File: src/design/if_pkg.sv
////////////////////////////////////////
// shared definitions for the instruction fetch stage
// widths, opcodes, PC source select and fixed addresses
// every RTL file imports this with a wildcard import
////////////////////////////////////////

package if_pkg;

  ////////////////////////////////////////
  // widths
  ////////////////////////////////////////

  // instruction and address width
  localparam int unsigned XLEN = 32;
  // compressed instruction width
  localparam int unsigned CINSTR_W = 16;
  // capability top is one bit wider so it can reach 2^32
  localparam int unsigned TOP_W = XLEN + 1;

  ////////////////////////////////////////
  // fixed addresses
  ////////////////////////////////////////

  // low bits cleared in mtvec and required zero in the boot address
  localparam int unsigned VEC_ALIGN_BITS = 8;
  // low byte appended to the boot address
  localparam logic [VEC_ALIGN_BITS-1:0] BOOT_OFFSET = 8'h80;

  ////////////////////////////////////////
  // register indices
  ////////////////////////////////////////

  // stack pointer, rd of C.ADDI16SP shares the C.LUI slot
  localparam logic [4:0] REG_SP = 5'd2;
  // 3-bit compressed register fields address x8..x15
  localparam int unsigned RVC_REG_BASE = 8;

  // source of the redirect address
  typedef enum logic [1:0] {
    PC_BOOT = 2'd0,
    PC_JUMP = 2'd1,
    PC_EXC  = 2'd2,
    PC_ERET = 2'd3
  } pc_sel_e;

  // major opcodes produced by the compressed expander
  typedef enum logic [6:0] {
    OP_IMM = 7'h13,
    LUI    = 7'h37,
    OP     = 7'h33,
    JAL    = 7'h6f,
    LOAD   = 7'h03,
    STORE  = 7'h23
  } opcode_e;

endpackage

File: src/design/next_pc_sel.sv
////////////////////////////////////////
// redirect address select for the fetch stage
// picks boot, jump, exception or mret address on a PC set
// and asks the CSR file to init mtvec on boot
////////////////////////////////////////

module next_pc_sel import if_pkg::*; (
  input  logic            pc_set_i,
  input  pc_sel_e         pc_mux_i,
  input  logic [XLEN-1:0] boot_addr_i,
  input  logic [XLEN-1:0] branch_target_i,
  input  logic [XLEN-1:0] csr_mepc_i,
  input  logic [XLEN-1:0] csr_mtvec_i,
  output logic            redirect_o,
  output logic [XLEN-1:0] redirect_addr_o,
  output logic            csr_mtvec_init_o
);

  logic [XLEN-1:0] boot_pc;
  logic [XLEN-1:0] exc_pc;

  // boot vector sits at a fixed offset inside the aligned boot region
  assign boot_pc = {boot_addr_i[XLEN-1:VEC_ALIGN_BITS], BOOT_OFFSET};

  // direct mode only, so the trap base is mtvec with its low bits cleared
  assign exc_pc = {csr_mtvec_i[XLEN-1:VEC_ALIGN_BITS], {VEC_ALIGN_BITS{1'b0}}};

  always_comb begin
    unique case (pc_mux_i)
      PC_BOOT: redirect_addr_o = boot_pc;
      PC_JUMP: redirect_addr_o = branch_target_i;
      PC_EXC:  redirect_addr_o = exc_pc;
      // return to the trapped instruction
      PC_ERET: redirect_addr_o = csr_mepc_i;
      default: redirect_addr_o = boot_pc;
    endcase
  end

  // fetch restarts in the same cycle as the PC set
  assign redirect_o = pc_set_i;

  // mtvec starts out as the boot address
  assign csr_mtvec_init_o = pc_set_i & (pc_mux_i == PC_BOOT);

endmodule

File: src/design/c_expander.sv
////////////////////////////////////////
// compressed instruction expander
// rebuilds a subset of RVC as 32-bit instructions
// unsupported encodings are flagged and left as fetched
////////////////////////////////////////

module c_expander import if_pkg::*; (
  input  logic [XLEN-1:0] instr_i,
  output logic [XLEN-1:0] instr_o,
  output logic            is_compressed_o,
  output logic            illegal_o
);

  logic [CINSTR_W-1:0] c_instr;
  // widened 3-bit register fields
  logic [4:0]          creg_42;
  logic [4:0]          creg_97;

  assign c_instr = instr_i[CINSTR_W-1:0];

  assign creg_42 = 5'(RVC_REG_BASE) + {2'b00, c_instr[4:2]};
  assign creg_97 = 5'(RVC_REG_BASE) + {2'b00, c_instr[9:7]};

  // 32-bit instructions always end in 2'b11
  assign is_compressed_o = (instr_i[1:0] != 2'b11);

  always_comb begin
    // default keeps the word as fetched
    instr_o   = instr_i;
    illegal_o = 1'b0;

    unique case (c_instr[1:0])
      ////////////////////////////////////////
      // quadrant 0
      ////////////////////////////////////////
      2'b00: begin
        case (c_instr[15:13])
          // c.lw -> lw rd', uimm(rs1')
          3'b010: instr_o = {5'b0, c_instr[5], c_instr[12:10], c_instr[6], 2'b00,
                             creg_97, 3'b010, creg_42, LOAD};
          // c.sw -> sw rs2', uimm(rs1')
          3'b110: instr_o = {5'b0, c_instr[5], c_instr[12], creg_42, creg_97, 3'b010,
                             c_instr[11:10], c_instr[6], 2'b00, STORE};
          // c.addi4spn and the all-zero halfword land here
          default: illegal_o = 1'b1;
        endcase
      end

      ////////////////////////////////////////
      // quadrant 1
      ////////////////////////////////////////
      2'b01: begin
        case (c_instr[15:13])
          // c.addi -> addi rd, rd, simm
          3'b000: instr_o = {{6{c_instr[12]}}, c_instr[12], c_instr[6:2], c_instr[11:7],
                             3'b000, c_instr[11:7], OP_IMM};
          // c.li -> addi rd, x0, simm
          3'b010: instr_o = {{6{c_instr[12]}}, c_instr[12], c_instr[6:2], 5'b0,
                             3'b000, c_instr[11:7], OP_IMM};
          3'b011: begin
            // rd == sp is c.addi16sp which is not supported
            // zero immediate is reserved
            if (c_instr[11:7] == REG_SP || {c_instr[12], c_instr[6:2]} == 6'b0) begin
              illegal_o = 1'b1;
            end else begin
              // c.lui -> lui rd, nzimm
              instr_o = {{15{c_instr[12]}}, c_instr[6:2], c_instr[11:7], LUI};
            end
          end
          // c.j -> jal x0, offset
          // offset bits are scattered in the halfword
          3'b101: instr_o = {c_instr[12], c_instr[8], c_instr[10:9], c_instr[6], c_instr[7],
                             c_instr[2], c_instr[11], c_instr[5:3], {9{c_instr[12]}},
                             5'b0, JAL};
          default: illegal_o = 1'b1;
        endcase
      end

      ////////////////////////////////////////
      // quadrant 2
      ////////////////////////////////////////
      2'b10: begin
        // rs2 == 0 selects c.jr, c.jalr or c.ebreak
        if (c_instr[15:13] == 3'b100 && c_instr[6:2] != 5'b0) begin
          if (c_instr[12]) begin
            // c.add -> add rd, rd, rs2
            instr_o = {7'b0, c_instr[6:2], c_instr[11:7], 3'b000, c_instr[11:7], OP};
          end else begin
            // c.mv -> add rd, x0, rs2
            instr_o = {7'b0, c_instr[6:2], 5'b0, 3'b000, c_instr[11:7], OP};
          end
        end else begin
          illegal_o = 1'b1;
        end
      end

      // uncompressed word
      default: begin
        instr_o   = instr_i;
        illegal_o = 1'b0;
      end
    endcase
  end

endmodule

File: src/design/pcc_bounds_check.sv
////////////////////////////////////////
// program counter capability check on each fetch
// flags fetches outside the PCC bounds and fetches
// without execute permission in capability mode
////////////////////////////////////////

module pcc_bounds_check import if_pkg::*; (
  input  logic             cheri_pmode_i,
  input  logic [XLEN-1:0]  pcc_base_i,
  input  logic [TOP_W-1:0] pcc_top_i,
  input  logic             pcc_perm_ex_i,
  input  logic [XLEN-1:0]  addr_i,
  input  logic             is_compressed_i,
  output logic             bound_vio_o,
  output logic             acc_vio_o
);

  // one extra bit catches an address above the top
  logic [TOP_W:0] hdrm;
  logic           hdrm_ge4;
  logic           hdrm_ge2;
  logic           hdrm_ok;
  logic           base_ok;
  logic           allow_all;

  // whole address space, lets a word fetch at 0xffff_fffe wrap
  assign allow_all = (pcc_base_i == '0) && (pcc_top_i == {1'b1, {XLEN{1'b0}}});

  // bytes left between the fetch address and the top
  assign hdrm = {1'b0, pcc_top_i} - {2'b00, addr_i};

  // negative headroom has the top bit set
  assign hdrm_ge4 = ~hdrm[TOP_W] & (|hdrm[TOP_W-1:2]);
  assign hdrm_ge2 = ~hdrm[TOP_W] & (|hdrm[TOP_W-1:1]);

  // compressed fetches need two bytes, full words four
  assign hdrm_ok = is_compressed_i ? hdrm_ge2 : hdrm_ge4;
  assign base_ok = (addr_i >= pcc_base_i);

  assign bound_vio_o = cheri_pmode_i & ~allow_all & (~base_ok | ~hdrm_ok);

  // pcc must carry execute permission
  assign acc_vio_o = cheri_pmode_i & ~pcc_perm_ex_i;

endmodule

File: src/design/if_id_reg.sv
////////////////////////////////////////
// IF-ID pipeline register with one entry
// valid/ready toward fetch and decode
// flush drops the entry and any item loading in that cycle
////////////////////////////////////////

module if_id_reg import if_pkg::*; (
  input  logic            clk_i,
  input  logic            rst_ni,
  input  logic            flush_i,
  input  logic            in_valid_i,
  input  logic [XLEN-1:0] in_instr_i,
  input  logic            in_is_compressed_i,
  input  logic            in_illegal_i,
  input  logic [XLEN-1:0] in_pc_i,
  input  logic            in_err_i,
  input  logic            id_ready_i,
  output logic            in_ready_o,
  output logic            id_valid_o,
  output logic [XLEN-1:0] id_instr_o,
  output logic            id_is_compressed_o,
  output logic            id_illegal_c_o,
  output logic [XLEN-1:0] id_pc_o,
  output logic            id_fetch_err_o
);

  logic load;

  // free when empty or when decode drains the entry this cycle
  assign in_ready_o = ~id_valid_o | id_ready_i;

  // an item arriving with a flush is thrown away
  assign load = in_valid_i & in_ready_o & ~flush_i;

  always_ff @(posedge clk_i or negedge rst_ni) begin
    if (!rst_ni) begin
      id_valid_o <= 1'b0;
    end else if (flush_i) begin
      id_valid_o <= 1'b0;
    end else if (load) begin
      id_valid_o <= 1'b1;
    end else if (id_ready_i) begin
      // drained with nothing new behind it
      id_valid_o <= 1'b0;
    end
  end

  // payload only moves on a load so it holds under back-pressure
  always_ff @(posedge clk_i or negedge rst_ni) begin
    if (!rst_ni) begin
      id_instr_o         <= '0;
      id_is_compressed_o <= 1'b0;
      id_illegal_c_o     <= 1'b0;
      id_pc_o            <= '0;
      id_fetch_err_o     <= 1'b0;
    end else if (load) begin
      id_instr_o         <= in_instr_i;
      id_is_compressed_o <= in_is_compressed_i;
      id_illegal_c_o     <= in_illegal_i;
      id_pc_o            <= in_pc_i;
      id_fetch_err_o     <= in_err_i;
    end
  end

  // a stalled entry stays valid and unchanged until decode takes it
  stall_hold_a: assert property (@(posedge clk_i) disable iff (!rst_ni)
    id_valid_o && !id_ready_i && !flush_i |=> id_valid_o &&
    $stable({id_instr_o, id_is_compressed_o, id_illegal_c_o, id_pc_o, id_fetch_err_o}));

endmodule

File: src/design/if_stage.sv
////////////////////////////////////////
// instruction fetch stage top level
// expands and checks each fetched word, registers it for decode
// and drives the redirect address on a PC set
////////////////////////////////////////

module if_stage import if_pkg::*; (
  input  logic             clk_i,
  input  logic             rst_ni,
  // PC control
  input  logic             pc_set_i,
  input  pc_sel_e          pc_mux_i,
  input  logic [XLEN-1:0]  boot_addr_i,
  input  logic [XLEN-1:0]  branch_target_i,
  input  logic [XLEN-1:0]  csr_mepc_i,
  input  logic [XLEN-1:0]  csr_mtvec_i,
  // capability inputs
  input  logic             cheri_pmode_i,
  input  logic [XLEN-1:0]  pcc_base_i,
  input  logic [TOP_W-1:0] pcc_top_i,
  input  logic             pcc_perm_ex_i,
  // fetch side
  input  logic             fetch_valid_i,
  output logic             fetch_ready_o,
  input  logic [XLEN-1:0]  fetch_rdata_i,
  input  logic [XLEN-1:0]  fetch_addr_i,
  input  logic             fetch_err_i,
  // decode side
  output logic             id_valid_o,
  input  logic             id_ready_i,
  output logic [XLEN-1:0]  id_instr_o,
  output logic             id_is_compressed_o,
  output logic             id_illegal_c_o,
  output logic [XLEN-1:0]  id_pc_o,
  output logic             id_fetch_err_o,
  // redirect
  output logic             redirect_o,
  output logic [XLEN-1:0]  redirect_addr_o,
  output logic             csr_mtvec_init_o
);

  logic [XLEN-1:0] instr_exp;
  logic            is_compressed;
  logic            illegal_c;
  logic            bound_vio;
  logic            acc_vio;
  logic            fetch_err;

  next_pc_sel i_next_pc_sel (
    .pc_set_i        (pc_set_i),
    .pc_mux_i        (pc_mux_i),
    .boot_addr_i     (boot_addr_i),
    .branch_target_i (branch_target_i),
    .csr_mepc_i      (csr_mepc_i),
    .csr_mtvec_i     (csr_mtvec_i),
    .redirect_o      (redirect_o),
    .redirect_addr_o (redirect_addr_o),
    .csr_mtvec_init_o(csr_mtvec_init_o)
  );

  // decode step
  c_expander i_c_expander (
    .instr_i        (fetch_rdata_i),
    .instr_o        (instr_exp),
    .is_compressed_o(is_compressed),
    .illegal_o      (illegal_c)
  );

  // execute step, the length comes from the expander
  pcc_bounds_check i_pcc_bounds_check (
    .cheri_pmode_i  (cheri_pmode_i),
    .pcc_base_i     (pcc_base_i),
    .pcc_top_i      (pcc_top_i),
    .pcc_perm_ex_i  (pcc_perm_ex_i),
    .addr_i         (fetch_addr_i),
    .is_compressed_i(is_compressed),
    .bound_vio_o    (bound_vio),
    .acc_vio_o      (acc_vio)
  );

  // bus error and both capability faults share one error bit
  assign fetch_err = fetch_err_i | bound_vio | acc_vio;

  // result step, a PC set squashes whatever is in flight
  if_id_reg i_if_id_reg (
    .clk_i             (clk_i),
    .rst_ni            (rst_ni),
    .flush_i           (pc_set_i),
    .in_valid_i        (fetch_valid_i),
    .in_instr_i        (instr_exp),
    .in_is_compressed_i(is_compressed),
    .in_illegal_i      (illegal_c),
    .in_pc_i           (fetch_addr_i),
    .in_err_i          (fetch_err),
    .id_ready_i        (id_ready_i),
    .in_ready_o        (fetch_ready_o),
    .id_valid_o        (id_valid_o),
    .id_instr_o        (id_instr_o),
    .id_is_compressed_o(id_is_compressed_o),
    .id_illegal_c_o    (id_illegal_c_o),
    .id_pc_o           (id_pc_o),
    .id_fetch_err_o    (id_fetch_err_o)
  );

  ////////////////////////////////////////
  // assertions
  ////////////////////////////////////////

  // PC source select must be known when the core sets the PC
  pc_mux_known_a: assert property (@(posedge clk_i) disable iff (!rst_ni)
    pc_set_i |-> !$isunknown(pc_mux_i));

  // boot region is aligned like the trap vector
  boot_addr_aligned_a: assert property (@(posedge clk_i) disable iff (!rst_ni)
    boot_addr_i[VEC_ALIGN_BITS-1:0] == '0);

  // accepted item reaches decode one cycle later unless squashed
  fetch_to_id_a: assert property (@(posedge clk_i) disable iff (!rst_ni)
    fetch_valid_i && fetch_ready_o && !pc_set_i |=> id_valid_o && id_pc_o == $past(fetch_addr_i));

endmodule

File: config.mk
export PLATFORM = sky130hd
export DESIGN_NAME = if_stage
export DESIGN_NICKNAME = d
export VERILOG_FILES = /design/src/design/if_pkg.sv /design/src/design/next_pc_sel.sv /design/src/design/c_expander.sv /design/src/design/pcc_bounds_check.sv /design/src/design/if_id_reg.sv /design/src/design/if_stage.sv
export SDC_FILE = /design/constraint.sdc
export NUM_CORES = 1
export LEC_CHECK = 0
export CAP_MARGIN = 20
export CELL_PAD_IN_SITES_DETAIL_PLACEMENT = 1
export CELL_PAD_IN_SITES_GLOBAL_PLACEMENT = 1
export CORE_UTILIZATION = 33
export DETAILED_ROUTE_END_ITERATION = 8
export DONT_BUFFER_PORTS = 1
export PLACE_DENSITY = 0.72
export SYNTH_ARGS = -nofsm -noshare
export SYNTH_HDL_FRONTEND = slang
export SYNTH_SLANG_ARGS = --single-unit
File: constraint.sdc
create_clock -name clk_i -period 2.89 [get_ports clk_i]
set_clock_uncertainty 0.15 [all_clocks]
set_input_delay 0.7225 -clock clk_i [delete_from_list [all_inputs] [get_ports clk_i]]
set_output_delay 0.7225 -clock clk_i [all_outputs]
set_load 0.01 [all_outputs]
==> summary.md <==
| Metric | Value |
|---|---|
| Status | `finished, violations left` |
| Failing checks | `setup timing` |
| H-tree depth | `3` |
| Kind of critical path | `input pin to register` |
| Layout cells sized above 1 | `0.2059` |
| Reg2reg setup slack | `440 ps` |
| # clock sinks | `68` |
| Peak VDD IR | `0.2821 mV` |
| Post-DRT Antenna Nets | `0` |
| Cell count after placement | `1390` |
| Row count | `55` |
| Register area share after synthesis | `0.2227` |
| Final min period | `3075 ps` |
| Switching Fraction | `0.3733` |
| Ys Warns | `0` |
| PwrDens | `428.6 nW/um^2` |
| Final setup fails | `1` |
| CP Data Arrival Time | `3200 ps` |
| EDFF count, synth | `0` |
| DRC Markers | `0` |
| Final setup TNS | `-184.8 ps` |
| DR pass1 iterations | `5` |
| Pre-CTS setup slack | `-585.4 ps` |
| Flops & latches, synth | `68` |
| Synthesized Nets | `1341` |
| Number of port buffers | `0` |
| Worst-Skew Late Latency | `340 ps` |
| First-pass GRT wire length | `52.60 mm` |
| Reg2reg start | `i_if_id_reg.id_valid_o` |
| Slew @ Worst Pin | `948.7 ps` |
| Mapped Area | `7642 um^2` |
| P_int | `0.002504 W` |
| Total wire length | `36.12 mm` |
| Final Cycle Share | `1.064` |
| GRT Total Usage | `0.2957` |
| Mapped Avg Cell Area | `7.567 um^2` |
| CP startpoint kind | `input pin` |
| Achievable frequency | `325.2 MHz` |
| Maximum clock insertion buffer count | `2` |
| Vias per cell | `5.999` |
| Combinational share of power | `0.363` |
| Crit. End Element | `register` |
| Antenna violations before repair | `2` |
| Crit-path max FO | `4` |
| Routability congestion estimate | `0.9012` |
| Final instance count without filler cells | `1409` |
| Cell variety after synth | `82` |
| Hold Vio Cnt, Final | `0` |
| Wire per inst | `25.63 um` |
| Net Switching | `0.001492 W` |
| RSZ-0062 raised after global routing | `yes` |
| Die Footprint | `23770 um^2` |
| Largest net degree at the start of global routing | `69` |
| Hold Crit Class | `input pin to asynchronous set/reset pin` |
| Reg2Reg Depth | `9` |
| Die Height | `154.2 um` |
| Max Cap Viol | `0` |
| Vias in the first global route | `8769` |
| Required time worst endpoint | `3020 ps` |
| Max Transition Viols Final | `0` |
| IO Pins | `370` |
| Ys flop type | `dfrtp_1` |
| Hold WS | `81.50 ps` |
| Power, Total | `0.003997 W` |
| Clock power frac | `0.311` |
| Post-DP HPWL | `29.75 mm` |
| Clock transition at the registers of the reported paths | `70 ps` |
| Static Leak | `4.278 nW` |
| Grt ovf | `0` |
| Crit Reg-Reg Endpoint | `i_if_id_reg.id_fetch_err_o` |
| Slew headroom | `0.3595` |
| CTS Buf Count | `9` |
| Clk root buf | `clkbuf_16` |
| Syn-to-layout area delta | `22.02%` |
| Reg power frac | `0.326` |
| Initial Util | `0.3365` |
| Final WS setup | `-184.8 ps` |
| Mapped Cells | `1010` |
| Post-synthesis async set-or-reset flop share | `1.000` |
| Nets | `1449` |
| CTS tree | `yes` |
| Chip width | `154.2 um` |
| DR vias | `8453` |
| Core Box Area | `22710 um^2` |
| Initial DRC Count | `405` |
power by group through the flow:
stage | clock network, W | registers [W] | logic, W
global placement | 0 | 0.00131 | 0.00134
detailed placement | 0 | 0.00132 | 0.00138
CTS | 0.00126 | 0.00130 | 0.00143
floorplan | 0 | 0.00126 | 0.000911
finish | 0.00124 | 0.00130 | 0.00145
global route | 0.00128 | 0.00132 | 0.00158
cells in the mapped netlist (11+ instances only):
library cell,n,area share
nand2_1,148,0.073
o21ai_0,111,0.073
a21oi_1,85,0.056
inv_1,77,0.038
nor2_1,75,0.037
dfrtp_1,68,0.22
ha_1,63,0.10
clkbuf_1,49,0.024
mux4_2,24,0.071
nand3_1,22,0.014
nand4_1,20,0.016
nor4_1,20,0.016
nor2b_1,17,0.014
a21o_1,16,0.016
mux2i_1,13,0.017
xnor2_1,12,0.014
a211oi_1,11,0.011
nand2b_1,11,0.0090
nor3_1,11,0.0072
sequential cells by signal, summed over array words and instances, names as in the netlist:
signal,flops
i_if_id_reg.id_pc_o,32
i_if_id_reg.id_fetch_err_o,1
i_if_id_reg.id_illegal_c_o,1
i_if_id_reg.id_is_compressed_o,1
i_if_id_reg.id_valid_o,1
i_if_id_reg.id_instr_o,32
worst max-delay path, stage by stage:
cell      delay [ps]
inv_1             30
ha_1             320
a21oi_1          210
o21bai_1         130
a21oi_1          340
o211ai_1         220
a21boi_1         240
o21ai_0          160
and2b_2          220
a311oi_1         350
nand4_1          170
nand2_1           90
layout make-up:
type,count,area [um^2]
diodes,2,5.005
clock buffers,9,225.2
clock inverters,6,88.84
fillers,2810,13380
inverters,78,292.8
multi-input cells,801,5434
flip-flops and latches,68,1702
well taps,285,356.6
repair buffers,160,1221
logic make-up after synthesis:
family          Yosys count  share of synthesized area
mux                      39                    0.09070
xor+xnor                 15                    0.01719
simple gates            350                     0.2114
compound gates          333                     0.2765
flops                    68                     0.2227
fa+ha+maj                64                     0.1058
buf+inv                 141                    0.07580
worst max-delay path by stage:
stage | to | depth (start not counted) | startpoint
2_1_floorplan | i_if_id_reg.id_fetch_err_o | 12 | pcc_top_i[0]
3_3_place_gp | i_if_id_reg.id_fetch_err_o | 12 | pcc_top_i[0]
3_5_place_dp | i_if_id_reg.id_fetch_err_o | 12 | pcc_top_i[0]
4_1_cts | i_if_id_reg.id_fetch_err_o | 12 | pcc_top_i[0]
5_1_grt | i_if_id_reg.id_fetch_err_o | 12 | pcc_top_i[0]
6_report | i_if_id_reg.id_fetch_err_o | 12 | fetch_addr_i[10]
timing repair:
item / CTS / global route
gates resized for setup: 4 / 8
pin swaps: 6 / 5
hold endpoints to repair: 68 / 0
setup endpoints to repair: 1 / 1
hold buffers: 1 / 0
gates cloned: 0 / 0
setup buffers: 0 / 1
metal layers:
layer | GRT usage | wire length (um)
met5 | 0 | 0
met2 | 0.5446 | 18090
met1 | 0.3188 | 13440
met3 | 0.05015 | 2416
met4 | 0.1700 | 2173
layout by cell type, fill, tap and decap left out, drive strengths merged, types with 20 or more instances in the layout:
master and n:
a21oi 87, buf 160, dfrtp 68, ha 63, inv 78, mux4 24, nand2 148, nand3 22
nand4 20, nor2 75, nor4 20, o21ai 115
through the flow:
step                      cell area [um^2]  utilization
after floorplan                       7655            -
after global placement                8909       0.3923
after detailed placement              8909       0.3923
after CTS                             9266       0.4080
after global routing                  9325       0.4106
final                                 9325       0.4106
No activity file was read; power rests on OpenSTA's default activity.
